==> src/include/gps_corr_consts.svh <==
`ifndef GPS_CORR_CONSTS_SVH
`define GPS_CORR_CONSTS_SVH

// Sample side widths.
`define SAMPLE_WIDTH 4
`define CARRIER_WIDTH 3
`define BASEBAND_WIDTH 6
`define PHASE_WIDTH 16

// Carrier table magnitudes, large and small level.
`define CARRIER_HI 2
`define CARRIER_LO 1

// Accumulate-and-dump length in valid samples.
`define SAMPLES_PER_DUMP 64

// Early to prompt and prompt to late spacing.
`define CODE_SPACING 2

// Correlation side widths.
`define ACC_WIDTH 12
`define MAG_WIDTH 11
`define POWER_WIDTH 23

`endif
==> src/gps_corr_pkg.sv <==
`include "gps_corr_consts.svh"

package gps_corr_pkg;

   // Signed I or Q accumulation over one dump.
   typedef logic signed [`ACC_WIDTH-1:0] acc_t;

   // Absolute value of an accumulation.
   typedef logic [`MAG_WIDTH-1:0] mag_t;

   // I squared plus Q squared.
   typedef logic [`POWER_WIDTH-1:0] power_t;

   // Correlator tap select.
   typedef enum logic [1:0] {
      TAP_EARLY  = 2'd0,
      TAP_PROMPT = 2'd1,
      TAP_LATE   = 2'd2
   } tap_e;

   // Power detector FSM.
   typedef enum logic [2:0] {
      IDLE    = 3'd0,
      SQUARE  = 3'd1,
      SUM     = 3'd2,
      HOLD    = 3'd3,
      RELEASE = 3'd4
   } power_state_e;

endpackage

==> src/gps_sample_pkg.sv <==
`include "gps_corr_consts.svh"

package gps_sample_pkg;

   // Raw signed input sample from the front end.
   typedef logic signed [`SAMPLE_WIDTH-1:0] sample_t;

   // Carrier level from the octant table, always +-1 or +-2.
   typedef logic signed [`CARRIER_WIDTH-1:0] carrier_t;

   // Sample times carrier.
   typedef logic signed [`BASEBAND_WIDTH-1:0] baseband_t;

   // Carrier phase and Doppler increment.
   typedef logic [`PHASE_WIDTH-1:0] phase_t;

endpackage

==> src/corr_dump_if.sv <==
`timescale 1ns/1ps

interface corr_dump_if;

   // One pulse per dump, values stable during it.
   logic               dump_valid;
   gps_corr_pkg::acc_t early_i;
   gps_corr_pkg::acc_t early_q;
   gps_corr_pkg::acc_t prompt_i;
   gps_corr_pkg::acc_t prompt_q;
   gps_corr_pkg::acc_t late_i;
   gps_corr_pkg::acc_t late_q;

   modport source (
      output dump_valid,
      output early_i, output early_q,
      output prompt_i, output prompt_q,
      output late_i, output late_q
   );

   modport sink (
      input dump_valid,
      input early_i, input early_q,
      input prompt_i, input prompt_q,
      input late_i, input late_q
   );

endinterface

==> src/baseband_if.sv <==
`timescale 1ns/1ps

interface baseband_if;

   // One pulse per mixed sample, no back-pressure.
   logic                      valid;
   gps_sample_pkg::baseband_t i;
   gps_sample_pkg::baseband_t q;
   // Code chip aligned with i and q.
   logic                      ca_bit;

   modport source (output valid, output i, output q, output ca_bit);

   modport sink (input valid, input i, input q, input ca_bit);

endinterface

==> src/gps_channel.sv <==
`timescale 1ns/1ps

module gps_channel (
   input  logic                    clk,
   input  logic                    i_reset,
   input  logic                    i_sample_valid,
   input  gps_sample_pkg::sample_t i_sample,
   input  logic                    i_ca_bit,
   input  gps_sample_pkg::phase_t  i_doppler_inc,
   output gps_corr_pkg::power_t    o_power_early,
   output gps_corr_pkg::power_t    o_power_prompt,
   output gps_corr_pkg::power_t    o_power_late,
   output logic                    o_power_req,
   input  logic                    i_power_ack,
   output logic                    o_overrun
);

   // Mixer to correlator.
   baseband_if bb_if ();

   // Correlator to power detector.
   corr_dump_if dump_if ();

   carrier_mixer u_carrier_mixer (
      .clk            (clk),
      .i_reset        (i_reset),
      .i_sample_valid (i_sample_valid),
      .i_sample       (i_sample),
      .i_ca_bit       (i_ca_bit),
      .i_doppler_inc  (i_doppler_inc),
      .bb             (bb_if.source)
   );

   correlator_bank u_correlator_bank (
      .clk     (clk),
      .i_reset (i_reset),
      .bb      (bb_if.sink),
      .dump    (dump_if.source)
   );

   power_detector u_power_detector (
      .clk            (clk),
      .i_reset        (i_reset),
      .dump           (dump_if.sink),
      .o_power_early  (o_power_early),
      .o_power_prompt (o_power_prompt),
      .o_power_late   (o_power_late),
      .o_power_req    (o_power_req),
      .i_power_ack    (i_power_ack),
      .o_overrun      (o_overrun)
   );

endmodule

==> src/power_detector.sv <==
`timescale 1ns/1ps

module power_detector (
   input  logic                 clk,
   input  logic                 i_reset,
   corr_dump_if.sink            dump,
   output gps_corr_pkg::power_t o_power_early,
   output gps_corr_pkg::power_t o_power_prompt,
   output gps_corr_pkg::power_t o_power_late,
   output logic                 o_power_req,
   input  logic                 i_power_ack,
   output logic                 o_overrun
);

   gps_corr_pkg::power_state_e state;
   gps_corr_pkg::tap_e         tap_sel;
   logic                       sum_valid;
   gps_corr_pkg::mag_t         mag_i [3];
   gps_corr_pkg::mag_t         mag_q [3];
   gps_corr_pkg::mag_t         sel_i;
   gps_corr_pkg::mag_t         sel_q;
   gps_corr_pkg::power_t       sq_i;
   gps_corr_pkg::power_t       sq_q;
   gps_corr_pkg::power_t       sum;
   gps_corr_pkg::power_t       pwr [3];

   function automatic gps_corr_pkg::mag_t abs_acc(input gps_corr_pkg::acc_t a);
      return gps_corr_pkg::mag_t'(a < 0 ? -a : a);
   endfunction

   function automatic gps_corr_pkg::tap_e next_tap(input gps_corr_pkg::tap_e t);
      return (t == gps_corr_pkg::TAP_EARLY) ? gps_corr_pkg::TAP_PROMPT
                                             : gps_corr_pkg::TAP_LATE;
   endfunction

   // Magnitudes are taken only when the FSM is free.
   always_ff @(posedge clk) begin
      if (state == gps_corr_pkg::IDLE && dump.dump_valid) begin
         mag_i[gps_corr_pkg::TAP_EARLY]  <= abs_acc(dump.early_i);
         mag_q[gps_corr_pkg::TAP_EARLY]  <= abs_acc(dump.early_q);
         mag_i[gps_corr_pkg::TAP_PROMPT] <= abs_acc(dump.prompt_i);
         mag_q[gps_corr_pkg::TAP_PROMPT] <= abs_acc(dump.prompt_q);
         mag_i[gps_corr_pkg::TAP_LATE]   <= abs_acc(dump.late_i);
         mag_q[gps_corr_pkg::TAP_LATE]   <= abs_acc(dump.late_q);
      end
   end

   assign sel_i = mag_i[tap_sel];
   assign sel_q = mag_q[tap_sel];

   // Shared squarer pair, adder, then the tap's result register.
   always_ff @(posedge clk) begin
      if (state == gps_corr_pkg::SQUARE) begin
         sq_i <= gps_corr_pkg::power_t'(sel_i) * gps_corr_pkg::power_t'(sel_i);
         sq_q <= gps_corr_pkg::power_t'(sel_q) * gps_corr_pkg::power_t'(sel_q);
      end
      if (state == gps_corr_pkg::SUM && !sum_valid) begin
         sum <= sq_i + sq_q;
      end
      if (state == gps_corr_pkg::SUM && sum_valid) begin
         pwr[tap_sel] <= sum;
      end
   end

   // Each tap takes SQUARE plus two SUM cycles.
   always_ff @(posedge clk) begin
      if (i_reset) begin
         state     <= gps_corr_pkg::IDLE;
         tap_sel   <= gps_corr_pkg::TAP_EARLY;
         sum_valid <= 1'b0;
         o_overrun <= 1'b0;
      end else begin
         o_overrun <= dump.dump_valid && state != gps_corr_pkg::IDLE;
         case (state)
            gps_corr_pkg::IDLE: begin
               if (dump.dump_valid) begin
                  state   <= gps_corr_pkg::SQUARE;
                  tap_sel <= gps_corr_pkg::TAP_EARLY;
               end
            end
            gps_corr_pkg::SQUARE: begin
               state <= gps_corr_pkg::SUM;
            end
            gps_corr_pkg::SUM: begin
               sum_valid <= !sum_valid;
               if (sum_valid) begin
                  if (tap_sel == gps_corr_pkg::TAP_LATE) begin
                     state <= gps_corr_pkg::HOLD;
                  end else begin
                     tap_sel <= next_tap(tap_sel);
                     state   <= gps_corr_pkg::SQUARE;
                  end
               end
            end
            gps_corr_pkg::HOLD: begin
               if (i_power_ack) begin
                  state <= gps_corr_pkg::RELEASE;
               end
            end
            gps_corr_pkg::RELEASE: begin
               if (!i_power_ack) begin
                  state <= gps_corr_pkg::IDLE;
               end
            end
            default: state <= gps_corr_pkg::IDLE;
         endcase
      end
   end

   assign o_power_req    = (state == gps_corr_pkg::HOLD);
   assign o_power_early  = pwr[gps_corr_pkg::TAP_EARLY];
   assign o_power_prompt = pwr[gps_corr_pkg::TAP_PROMPT];
   assign o_power_late   = pwr[gps_corr_pkg::TAP_LATE];

   req_until_ack: assert property (@(posedge clk) disable iff (i_reset)
      o_power_req && !i_power_ack |=> o_power_req)
      else $error("power req dropped before ack");

   powers_held: assert property (@(posedge clk) disable iff (i_reset)
      o_power_req |=> !o_power_req ||
                      $stable({o_power_early, o_power_prompt, o_power_late}))
      else $error("powers changed while req high");

endmodule

==> src/correlator_bank.sv <==
`timescale 1ns/1ps
`include "gps_corr_consts.svh"

module correlator_bank (
   input logic        clk,
   input logic        i_reset,
   baseband_if.sink   bb,
   corr_dump_if.source dump
);

   localparam int LINE_LEN = 2 * `CODE_SPACING;
   localparam int CNT_WIDTH = $clog2(`SAMPLES_PER_DUMP);

   logic [LINE_LEN-1:0]  code_line;
   logic [CNT_WIDTH-1:0] sample_cnt;
   logic                 last_sample;
   logic [2:0]           chip;
   gps_corr_pkg::acc_t   prod_i;
   gps_corr_pkg::acc_t   prod_q;
   gps_corr_pkg::acc_t   acc_i [3];
   gps_corr_pkg::acc_t   acc_q [3];

   // Bit 0 holds the chip of the previous valid sample.
   always_ff @(posedge clk) begin
      if (i_reset) begin
         code_line <= '0;
      end else if (bb.valid) begin
         code_line <= {code_line[LINE_LEN-2:0], bb.ca_bit};
      end
   end

   assign chip[gps_corr_pkg::TAP_EARLY]  = bb.ca_bit;
   assign chip[gps_corr_pkg::TAP_PROMPT] = code_line[`CODE_SPACING-1];
   assign chip[gps_corr_pkg::TAP_LATE]   = code_line[LINE_LEN-1];

   assign prod_i = gps_corr_pkg::acc_t'(bb.i);
   assign prod_q = gps_corr_pkg::acc_t'(bb.q);

   // Sample counter and dump strobe.
   assign last_sample = (sample_cnt == CNT_WIDTH'(`SAMPLES_PER_DUMP - 1));

   always_ff @(posedge clk) begin
      if (i_reset) begin
         sample_cnt      <= '0;
         dump.dump_valid <= 1'b0;
      end else begin
         dump.dump_valid <= bb.valid && last_sample;
         if (bb.valid) begin
            sample_cnt <= last_sample ? '0 : sample_cnt + 1'b1;
         end
      end
   end

   // One I/Q pair per tap. A chip of 1 adds, 0 subtracts.
   // During the dump pulse the old sums are shown and the
   // next sample starts from zero.
   for (genvar t = 0; t < 3; t++) begin : g_tap
      gps_corr_pkg::acc_t base_i;
      gps_corr_pkg::acc_t base_q;

      assign base_i = dump.dump_valid ? '0 : acc_i[t];
      assign base_q = dump.dump_valid ? '0 : acc_q[t];

      always_ff @(posedge clk) begin
         if (i_reset) begin
            acc_i[t] <= '0;
            acc_q[t] <= '0;
         end else if (bb.valid) begin
            acc_i[t] <= chip[t] ? base_i + prod_i : base_i - prod_i;
            acc_q[t] <= chip[t] ? base_q + prod_q : base_q - prod_q;
         end else begin
            acc_i[t] <= base_i;
            acc_q[t] <= base_q;
         end
      end
   end

   assign dump.early_i  = acc_i[gps_corr_pkg::TAP_EARLY];
   assign dump.early_q  = acc_q[gps_corr_pkg::TAP_EARLY];
   assign dump.prompt_i = acc_i[gps_corr_pkg::TAP_PROMPT];
   assign dump.prompt_q = acc_q[gps_corr_pkg::TAP_PROMPT];
   assign dump.late_i   = acc_i[gps_corr_pkg::TAP_LATE];
   assign dump.late_q   = acc_q[gps_corr_pkg::TAP_LATE];

   // Dumps are at least a full accumulation apart.
   single_dump: assert property (@(posedge clk) disable iff (i_reset)
      dump.dump_valid |=> !dump.dump_valid)
      else $error("dump_valid high on two consecutive cycles");

endmodule

==> src/carrier_mixer.sv <==
`timescale 1ns/1ps
`include "gps_corr_consts.svh"

module carrier_mixer (
   input  logic                   clk,
   input  logic                   i_reset,
   input  logic                   i_sample_valid,
   input  gps_sample_pkg::sample_t i_sample,
   input  logic                   i_ca_bit,
   input  gps_sample_pkg::phase_t  i_doppler_inc,
   baseband_if.source             bb
);

   localparam gps_sample_pkg::carrier_t LVL_HI = `CARRIER_HI;
   localparam gps_sample_pkg::carrier_t LVL_LO = `CARRIER_LO;

   gps_sample_pkg::phase_t   phase;
   logic [2:0]               octant;
   gps_sample_pkg::carrier_t carrier_cos;
   gps_sample_pkg::carrier_t carrier_sin;

   // Phase advances once per valid sample.
   always_ff @(posedge clk) begin
      if (i_reset) begin
         phase <= '0;
      end else if (i_sample_valid) begin
         phase <= phase + i_doppler_inc;
      end
   end

   // The sample uses the phase before its own increment.
   assign octant = phase[`PHASE_WIDTH-1 -: 3];

   always_comb begin
      case (octant)
         3'd0:    begin carrier_cos = LVL_HI;  carrier_sin = LVL_LO;  end
         3'd1:    begin carrier_cos = LVL_LO;  carrier_sin = LVL_HI;  end
         3'd2:    begin carrier_cos = -LVL_LO; carrier_sin = LVL_HI;  end
         3'd3:    begin carrier_cos = -LVL_HI; carrier_sin = LVL_LO;  end
         3'd4:    begin carrier_cos = -LVL_HI; carrier_sin = -LVL_LO; end
         3'd5:    begin carrier_cos = -LVL_LO; carrier_sin = -LVL_HI; end
         3'd6:    begin carrier_cos = LVL_LO;  carrier_sin = -LVL_HI; end
         default: begin carrier_cos = LVL_HI;  carrier_sin = -LVL_LO; end
      endcase
   end

   always_ff @(posedge clk) begin
      if (i_reset) begin
         bb.valid <= 1'b0;
      end else begin
         bb.valid <= i_sample_valid;
      end
   end

   // Products and chip travel with the valid pulse.
   always_ff @(posedge clk) begin
      if (i_sample_valid) begin
         bb.i      <= gps_sample_pkg::baseband_t'(i_sample) *
                      gps_sample_pkg::baseband_t'(carrier_cos);
         bb.q      <= gps_sample_pkg::baseband_t'(i_sample) *
                      gps_sample_pkg::baseband_t'(carrier_sin);
         bb.ca_bit <= i_ca_bit;
      end
   end

   // A nonzero sample must never mix down to zero.
   nonzero_carrier: assert property (@(posedge clk) disable iff (i_reset)
      i_sample_valid && i_sample != '0 |=> bb.valid && bb.i != '0 && bb.q != '0)
      else $error("carrier table gave a zero level");

endmodule

==> config.mk <==
export PLATFORM = sky130hd
export DESIGN_NAME = gps_channel
export DESIGN_NICKNAME = d
export VERILOG_FILES = /design/src/gps_corr_pkg.sv /design/src/gps_sample_pkg.sv /design/src/corr_dump_if.sv /design/src/baseband_if.sv /design/src/gps_channel.sv /design/src/power_detector.sv /design/src/correlator_bank.sv /design/src/carrier_mixer.sv
export VERILOG_INCLUDE_DIRS = /design/src /design/src/include
export SDC_FILE = /design/constraint.sdc
export NUM_CORES = 1
export LEC_CHECK = 0
export ABC_AREA = 0
export CAP_MARGIN = 5
export CORE_MARGIN = 3
export CORE_UTILIZATION = 59
export CTS_CLUSTER_DIAMETER = 60
export DETAILED_ROUTE_END_ITERATION = 8
export DONT_BUFFER_PORTS = 1
export PLACE_DENSITY = 0.78
export SLEW_MARGIN = 25
export SYNTH_ARGS = -nofsm -noshare
export SYNTH_HDL_FRONTEND = slang
export SYNTH_SLANG_ARGS = --single-unit
==> constraint.sdc <==
create_clock -name clk -period 6 [get_ports clk]
set_input_delay 1.2 -clock clk [delete_from_list [all_inputs] [get_ports clk]]
set_output_delay 1.2 -clock clk [all_outputs]
set_load 0.01 [all_outputs]
# Word-level counts from Yosys, hierarchy flattened
# Memory sizes are Yosys's and may differ from the RTL's. A register that Yosys moved wholly into a read port is not among the register bits.
# Index checks and enable logic that the tools add are counted.
# word_totals
reg_bits	115
mem_bits_rw	207
inputBits	25
out_inout_bits	71
elab_cells	159
memories	5
# memory_table
name	depth	word_bits	read_ports	rd_ports_with_merged_regs	write_ports	line	source
u_power_detector.pwr	3	23	3	0	1	power_detector.sv:25	gps_corr_pkg::power_t pwr [3];
u_correlator_bank.acc_i	3	12	3	0	3	correlator_bank.sv:20	gps_corr_pkg::acc_t acc_i [3];
u_correlator_bank.acc_q	3	12	3	0	3	correlator_bank.sv:21	gps_corr_pkg::acc_t acc_q [3];
u_power_detector.mag_i	3	11	1	1	3	power_detector.sv:18	gps_corr_pkg::mag_t mag_i [3];
u_power_detector.mag_q	3	11	1	1	3	power_detector.sv:19	gps_corr_pkg::mag_t mag_q [3];
# classes
add_sub_neg	21
multipliers	4
magnitude_cmp	6
eq_ne	17
mux	60
bitwise_logic	12
reduce_logical	19
# op_table
operator	count
$mux W12	24
$add A12 B6 Y12	6
$lt A12 B1 Y1 const B	6
$sub A12 B6 Y12	6
$mux W11	6
$neg A11 Y11	6
$mul A11 B11 Y22	2
$add A22 B22 Y23	1
$mux W2	9
$pmux W3 S3	2
$add A16 B16 Y16	1
$pmux W3 S5	1
$eq A3 B2 Y1 const B	4
$eq A3 B3 Y1 const B	4
$mul A4 B3 Y6	2
$mux W1	12
$mux W3	4
$or A1 B1 Y1	12
$reduce_or A2 Y1	6
$reduce_and A4 Y1	2
$add A6 B1 Y6 const B	1
$eq A3 B1 Y1 const B	2
$eq A6 B6 Y1 const B	1
$logic_not A3 Y1	2
other kinds (10)	17

# Longest topological paths before layout
# depth
depth_word	7
depth_mapped	26

# Hierarchy
# Synthesis repeated with hierarchy kept, for this count alone.
# hier_totals
cells_unflattened	2490
hier_area_um2	25226.7
# modules_own_cells
module	n_inst	cells_per_inst	area_each_um2
power_detector	1	1345	15140.8
correlator_bank	1	899	7773.7
carrier_mixer	1	246	2312.2

# Worst setup path before layout
# Ideal clock, no wire load.
# synth_path
path_kind	reg-to-reg
start	reg with a tool-made name
end	reg u_power_detector.sq_i[21], data pin
setup_ns	0.266
t_arrival_ns	6.046
slack_ns	-0.312
stages_incl_launch_ff	25
n_path_buf	3
period_less_slack_ns	6.312
cell_sequence	dfxtp_1 > clkbuf_1 > buf_2 > buf_2 > mux2i_1 > o21a_1 > inv_1 > nand2_1 > fa_1 > inv_1 > fa_1 > fa_1 > fa_1 > inv_1 > fa_1 > inv_1 > ha_1 > a21o_1 > a21o_1 > a21oi_1 > inv_1 > a211oi_1 > o21ai_0 > nand4_1 > or3b_1
# synth_rtl
element	line	source
to (signal assigned)	power_detector.sv:54	sq_i <= gps_corr_pkg::power_t'(sel_i) * gps_corr_pkg::power_t'(sel_i);
to (decl)	power_detector.sv:22	gps_corr_pkg::power_t sq_i;

==> impl_metrics.yaml <==
run_status:
  status: "finished clean"
setup_path:
  r2r_end: "u_power_detector.sq_i[21]"
  crit_type: "reg -> reg"
  crit_family: "adder cells"
  cp-end-kind: "flop"
  path_buf_inv: 6
  critPathCapture: "u_power_detector.sq_i[21]"
  cp_data_required_time_ns: 6.29
  regToRegSetupSlack_ns: 0.21
  max_stage_delay_ns: 0.62
  crit_path_cell_trace: "buf_12 -> nand2_1 -> o21a_1 -> inv_2 -> nand2_1 -> fa_2 -> inv_1 -> fa_1 -> fa_1 -> fa_1 -> inv_1 -> fa_1 -> inv_1 -> ha_1 -> a21o_1 -> a21o_1 -> a21oi_2 -> inv_1 -> a211oi_2 -> o21ai_2 -> nand4_1 -> or3b_1"
  worst_setup_path_start_kind: "flop"
  critPathMaxFanout: 13
  cpMaxStageDelayCell: "fa_2"
  cp.depth: 22
  r2r_cells: 22
  cp.arrival_ns: 6.08
final_layout:
  fin_nets: 2955
  postLayoutCellArea_um2: 27400
  drive_above_1_share_pct: 7.57
  diodes: 0
  fillers: 3120
  multiInputGateArea_um2: 14500
  seq_area_um2: 9310
  area_growth_pct: 10.6
route:
  wl_met2_um: 26600
  via_per_inst: 5.64
  ant_nets: 0
  drt_iter0_markers: 904
  dr_wl_met3_um: 2450
  drcViolationCount: 0
  route.detailed.wl_per_inst_um: 16.7
  vias: 17600
  wl_met1_um: 21500
  first_pass_iters: 5
  top_layer_used: "met4"
  wl_um: 52100
clocking:
  clock_path_buffers: 3
  cts_hold_buf: 0
  htreeDepth: 2
  insertion_delay_ns: 0.57
  numCtsBuffers: 40
  root_buffer: "clkbuf_16"
  clk_pin_slew_ns: 0.05
  cts_tree: "yes"
  clock_sinks: 322
yosys:
  seq_area_frac_synth_pct: 37.5
  ys_types: 68
  synth_edf_count: 285
  ys_async_sr_fraction_pct: 0
  yosys-top-cells-area: "edfxtp_1 (34%), fa_1 (12%), ha_1 (11%)"
  postSynthCellCount: 2450
  synth_top_cell_by_area: "edfxtp_1"
  yosys-top-cells-count: "inv_1 (295), edfxtp_1 (285), ha_1 (225)"
  ys_ff_latch: 322
  syn_avg_cell_area_um2: 10.1
  yosysWarnings: 0
  synth_area_um2: 24800
  synth_ff_type: "edfxtp_1"
  synth.most_common_cell: "inv_1"
  synth_top_cell_area_share_pct: 34.5
placed_design:
  numPortBuffers: 0
  hpwl_um: 40000
  routabilityCongestion: 0.923
  dpl_cell_area_um2: 26000
power:
  p_total_mw: 7.75
  leakage_nw: 11.8
  ir_drop_mv: 0.228
  power_density_nw_per_um2: 282
hold_path:
  hp-class: "reg -> reg"
sta:
  hold_viol: 0
  slew_violations: 0
  skew_ns: 0.0291
  setup_tns_ns: 0
  tightest_slew_ns: 0.886
  fin_crit_ns: 5.79
  holdWs_ns: 0.464
  slew-limit-headroom_pct: 40.9
  timing.fmax_ghz: 0.173
  period_share_pct: 96.4
  setup_viol: 0
  rsz0062_at_grt: "true"
global_route:
  grtUsageTotal_pct: 23.8
  grt_overflow: 0
  grt_pass1_wl_um: 86600
  grt_max_degree: 72
  grt_pass1_vias: 18300
  antenna_found_initial: 0
floorplanning:
  initial_core_util_pct: 60.2
  rows: 74
  coreArea_um2: 41200
  chipHeight_um: 211
  ios: 96
  die_area_um2: 44500
  die_w_um: 211
run:
  max_cap_violations: 0
repair_timing:
item	4_1_cts	5_1_grt
pin swaps	0	7
resized for setup	4	33
buffers inserted	0	2
endpoints found under the setup margin	1	13
cloned	0	1
per-layer routing:
metal / up-vias / global-route usage, %
met5: - / 0
met2: 468 / 43.8
met4: 0 / 8.31
met3: 108 / 3.25
met1: 8455 / 28.7
li1: 8568 / -
cell usage in the layout, fill, tap and decap left out, types with 14 or more instances in the layout:
cell and count:
and3_1 14, nor3_1 37, nor2b_1 66, conb_1 72
fa_1 145, o31ai_1 33, xnor2_1 131, and2_1 15
o21a_1 26, nor3b_1 15, o21ai_0 131, nand2_1 216
edfxtp_1 285, a21oi_1 80, ha_1 223, xor2_1 53
o21ai_1 19, inv_1 290, clkbuf_16 41, a21o_1 42
or3_1 37, buf_4 66, dfxtp_1 34, mux2i_1 38
nand3_1 28, nor2_1 211, nand2b_1 14
how the worst min path moves through the flow:
stage / start / to / slack (ns) / cells after the start
6_report: u_power_detector.sum[10] / u_power_detector.pwr[1][10] / 0.46 / 0
3_5_place_dp: u_power_detector.sum[3] / u_power_detector.pwr[2][3] / 0.45 / 0
4_1_cts: u_power_detector.sum[3] / u_power_detector.pwr[2][3] / 0.47 / 0
5_1_grt: u_power_detector.sum[9] / u_power_detector.pwr[0][9] / 0.48 / 0
3_3_place_gp: u_power_detector.sum[10] / u_power_detector.pwr[1][10] / 0.44 / 0
2_1_floorplan: u_power_detector.sum[0] / u_power_detector.pwr[0][0] / 0.44 / 0
report_power, final:
part | switching, mW | internal, mW
clock | 0.964 | 1.38
sequential | 0.181 | 2.63
combinational | 1.43 | 1.16
kinds of logic after synthesis:
group           Yosys count  synth area share [%]
compound gates          449                  11.9
xor+xnor                184                  6.50
fa+ha+maj               371                  23.1
buf+inv                 374                  5.69
flops                   322                  37.5
mux                      55                  2.29
other cells               1                0.0151
simple gates            694                  13.0
cell type report:
type                       count  area share, %
sequential                   322           33.9
tap                          532           2.43
clock buffer                  51           3.80
clock inverter                22          0.921
timing repair buffer          70           2.10
multi-input combinational   1825           52.7
inverter                     300           4.10
state kept, by name (all words and copies together), names as in the netlist, 2 cells and up, named ones only:
name,flops
u_carrier_mixer.bb.i,6
u_carrier_mixer.bb.q,6
u_carrier_mixer.phase,16
u_correlator_bank.acc_i,36
u_correlator_bank.acc_q,36
u_correlator_bank.code_line,4
u_correlator_bank.sample_cnt,6
u_power_detector.mag_i,33
u_power_detector.mag_q,33
u_power_detector.pwr,69
u_power_detector.sq_i,21
u_power_detector.sq_q,21
u_power_detector.state,3
u_power_detector.sum,23
u_power_detector.tap_sel,2
stage by stage:
stage / instances / util, % / worst slack (ns)
floorplan: 2521 / - / 0.00168
global placement: 3046 / 63.1 / 0.114
detailed placement: 3046 / 63.1 / -0.101
CTS: 3119 / 66.3 / 0.0560
global route: 3122 / 66.6 / -0.0609
finish: 3122 / 66.6 / 0.214
worst register-to-register path, cell delays in order, from the launching register on:
cell,delay [ns]
dfxtp_2,0.40
buf_12,0.16
nand2_1,0.06
o21a_1,0.14
inv_2,0.11
nand2_1,0.10
fa_2,0.62
inv_1,0.07
fa_1,0.55
fa_1,0.45
fa_1,0.54
inv_1,0.05
fa_1,0.53
inv_1,0.04
ha_1,0.30
a21o_1,0.18
a21o_1,0.19
a21oi_2,0.17
inv_1,0.09
a211oi_2,0.23
o21ai_2,0.10
nand4_1,0.08
or3b_1,0.35
(Power assumes the default switching activity.)
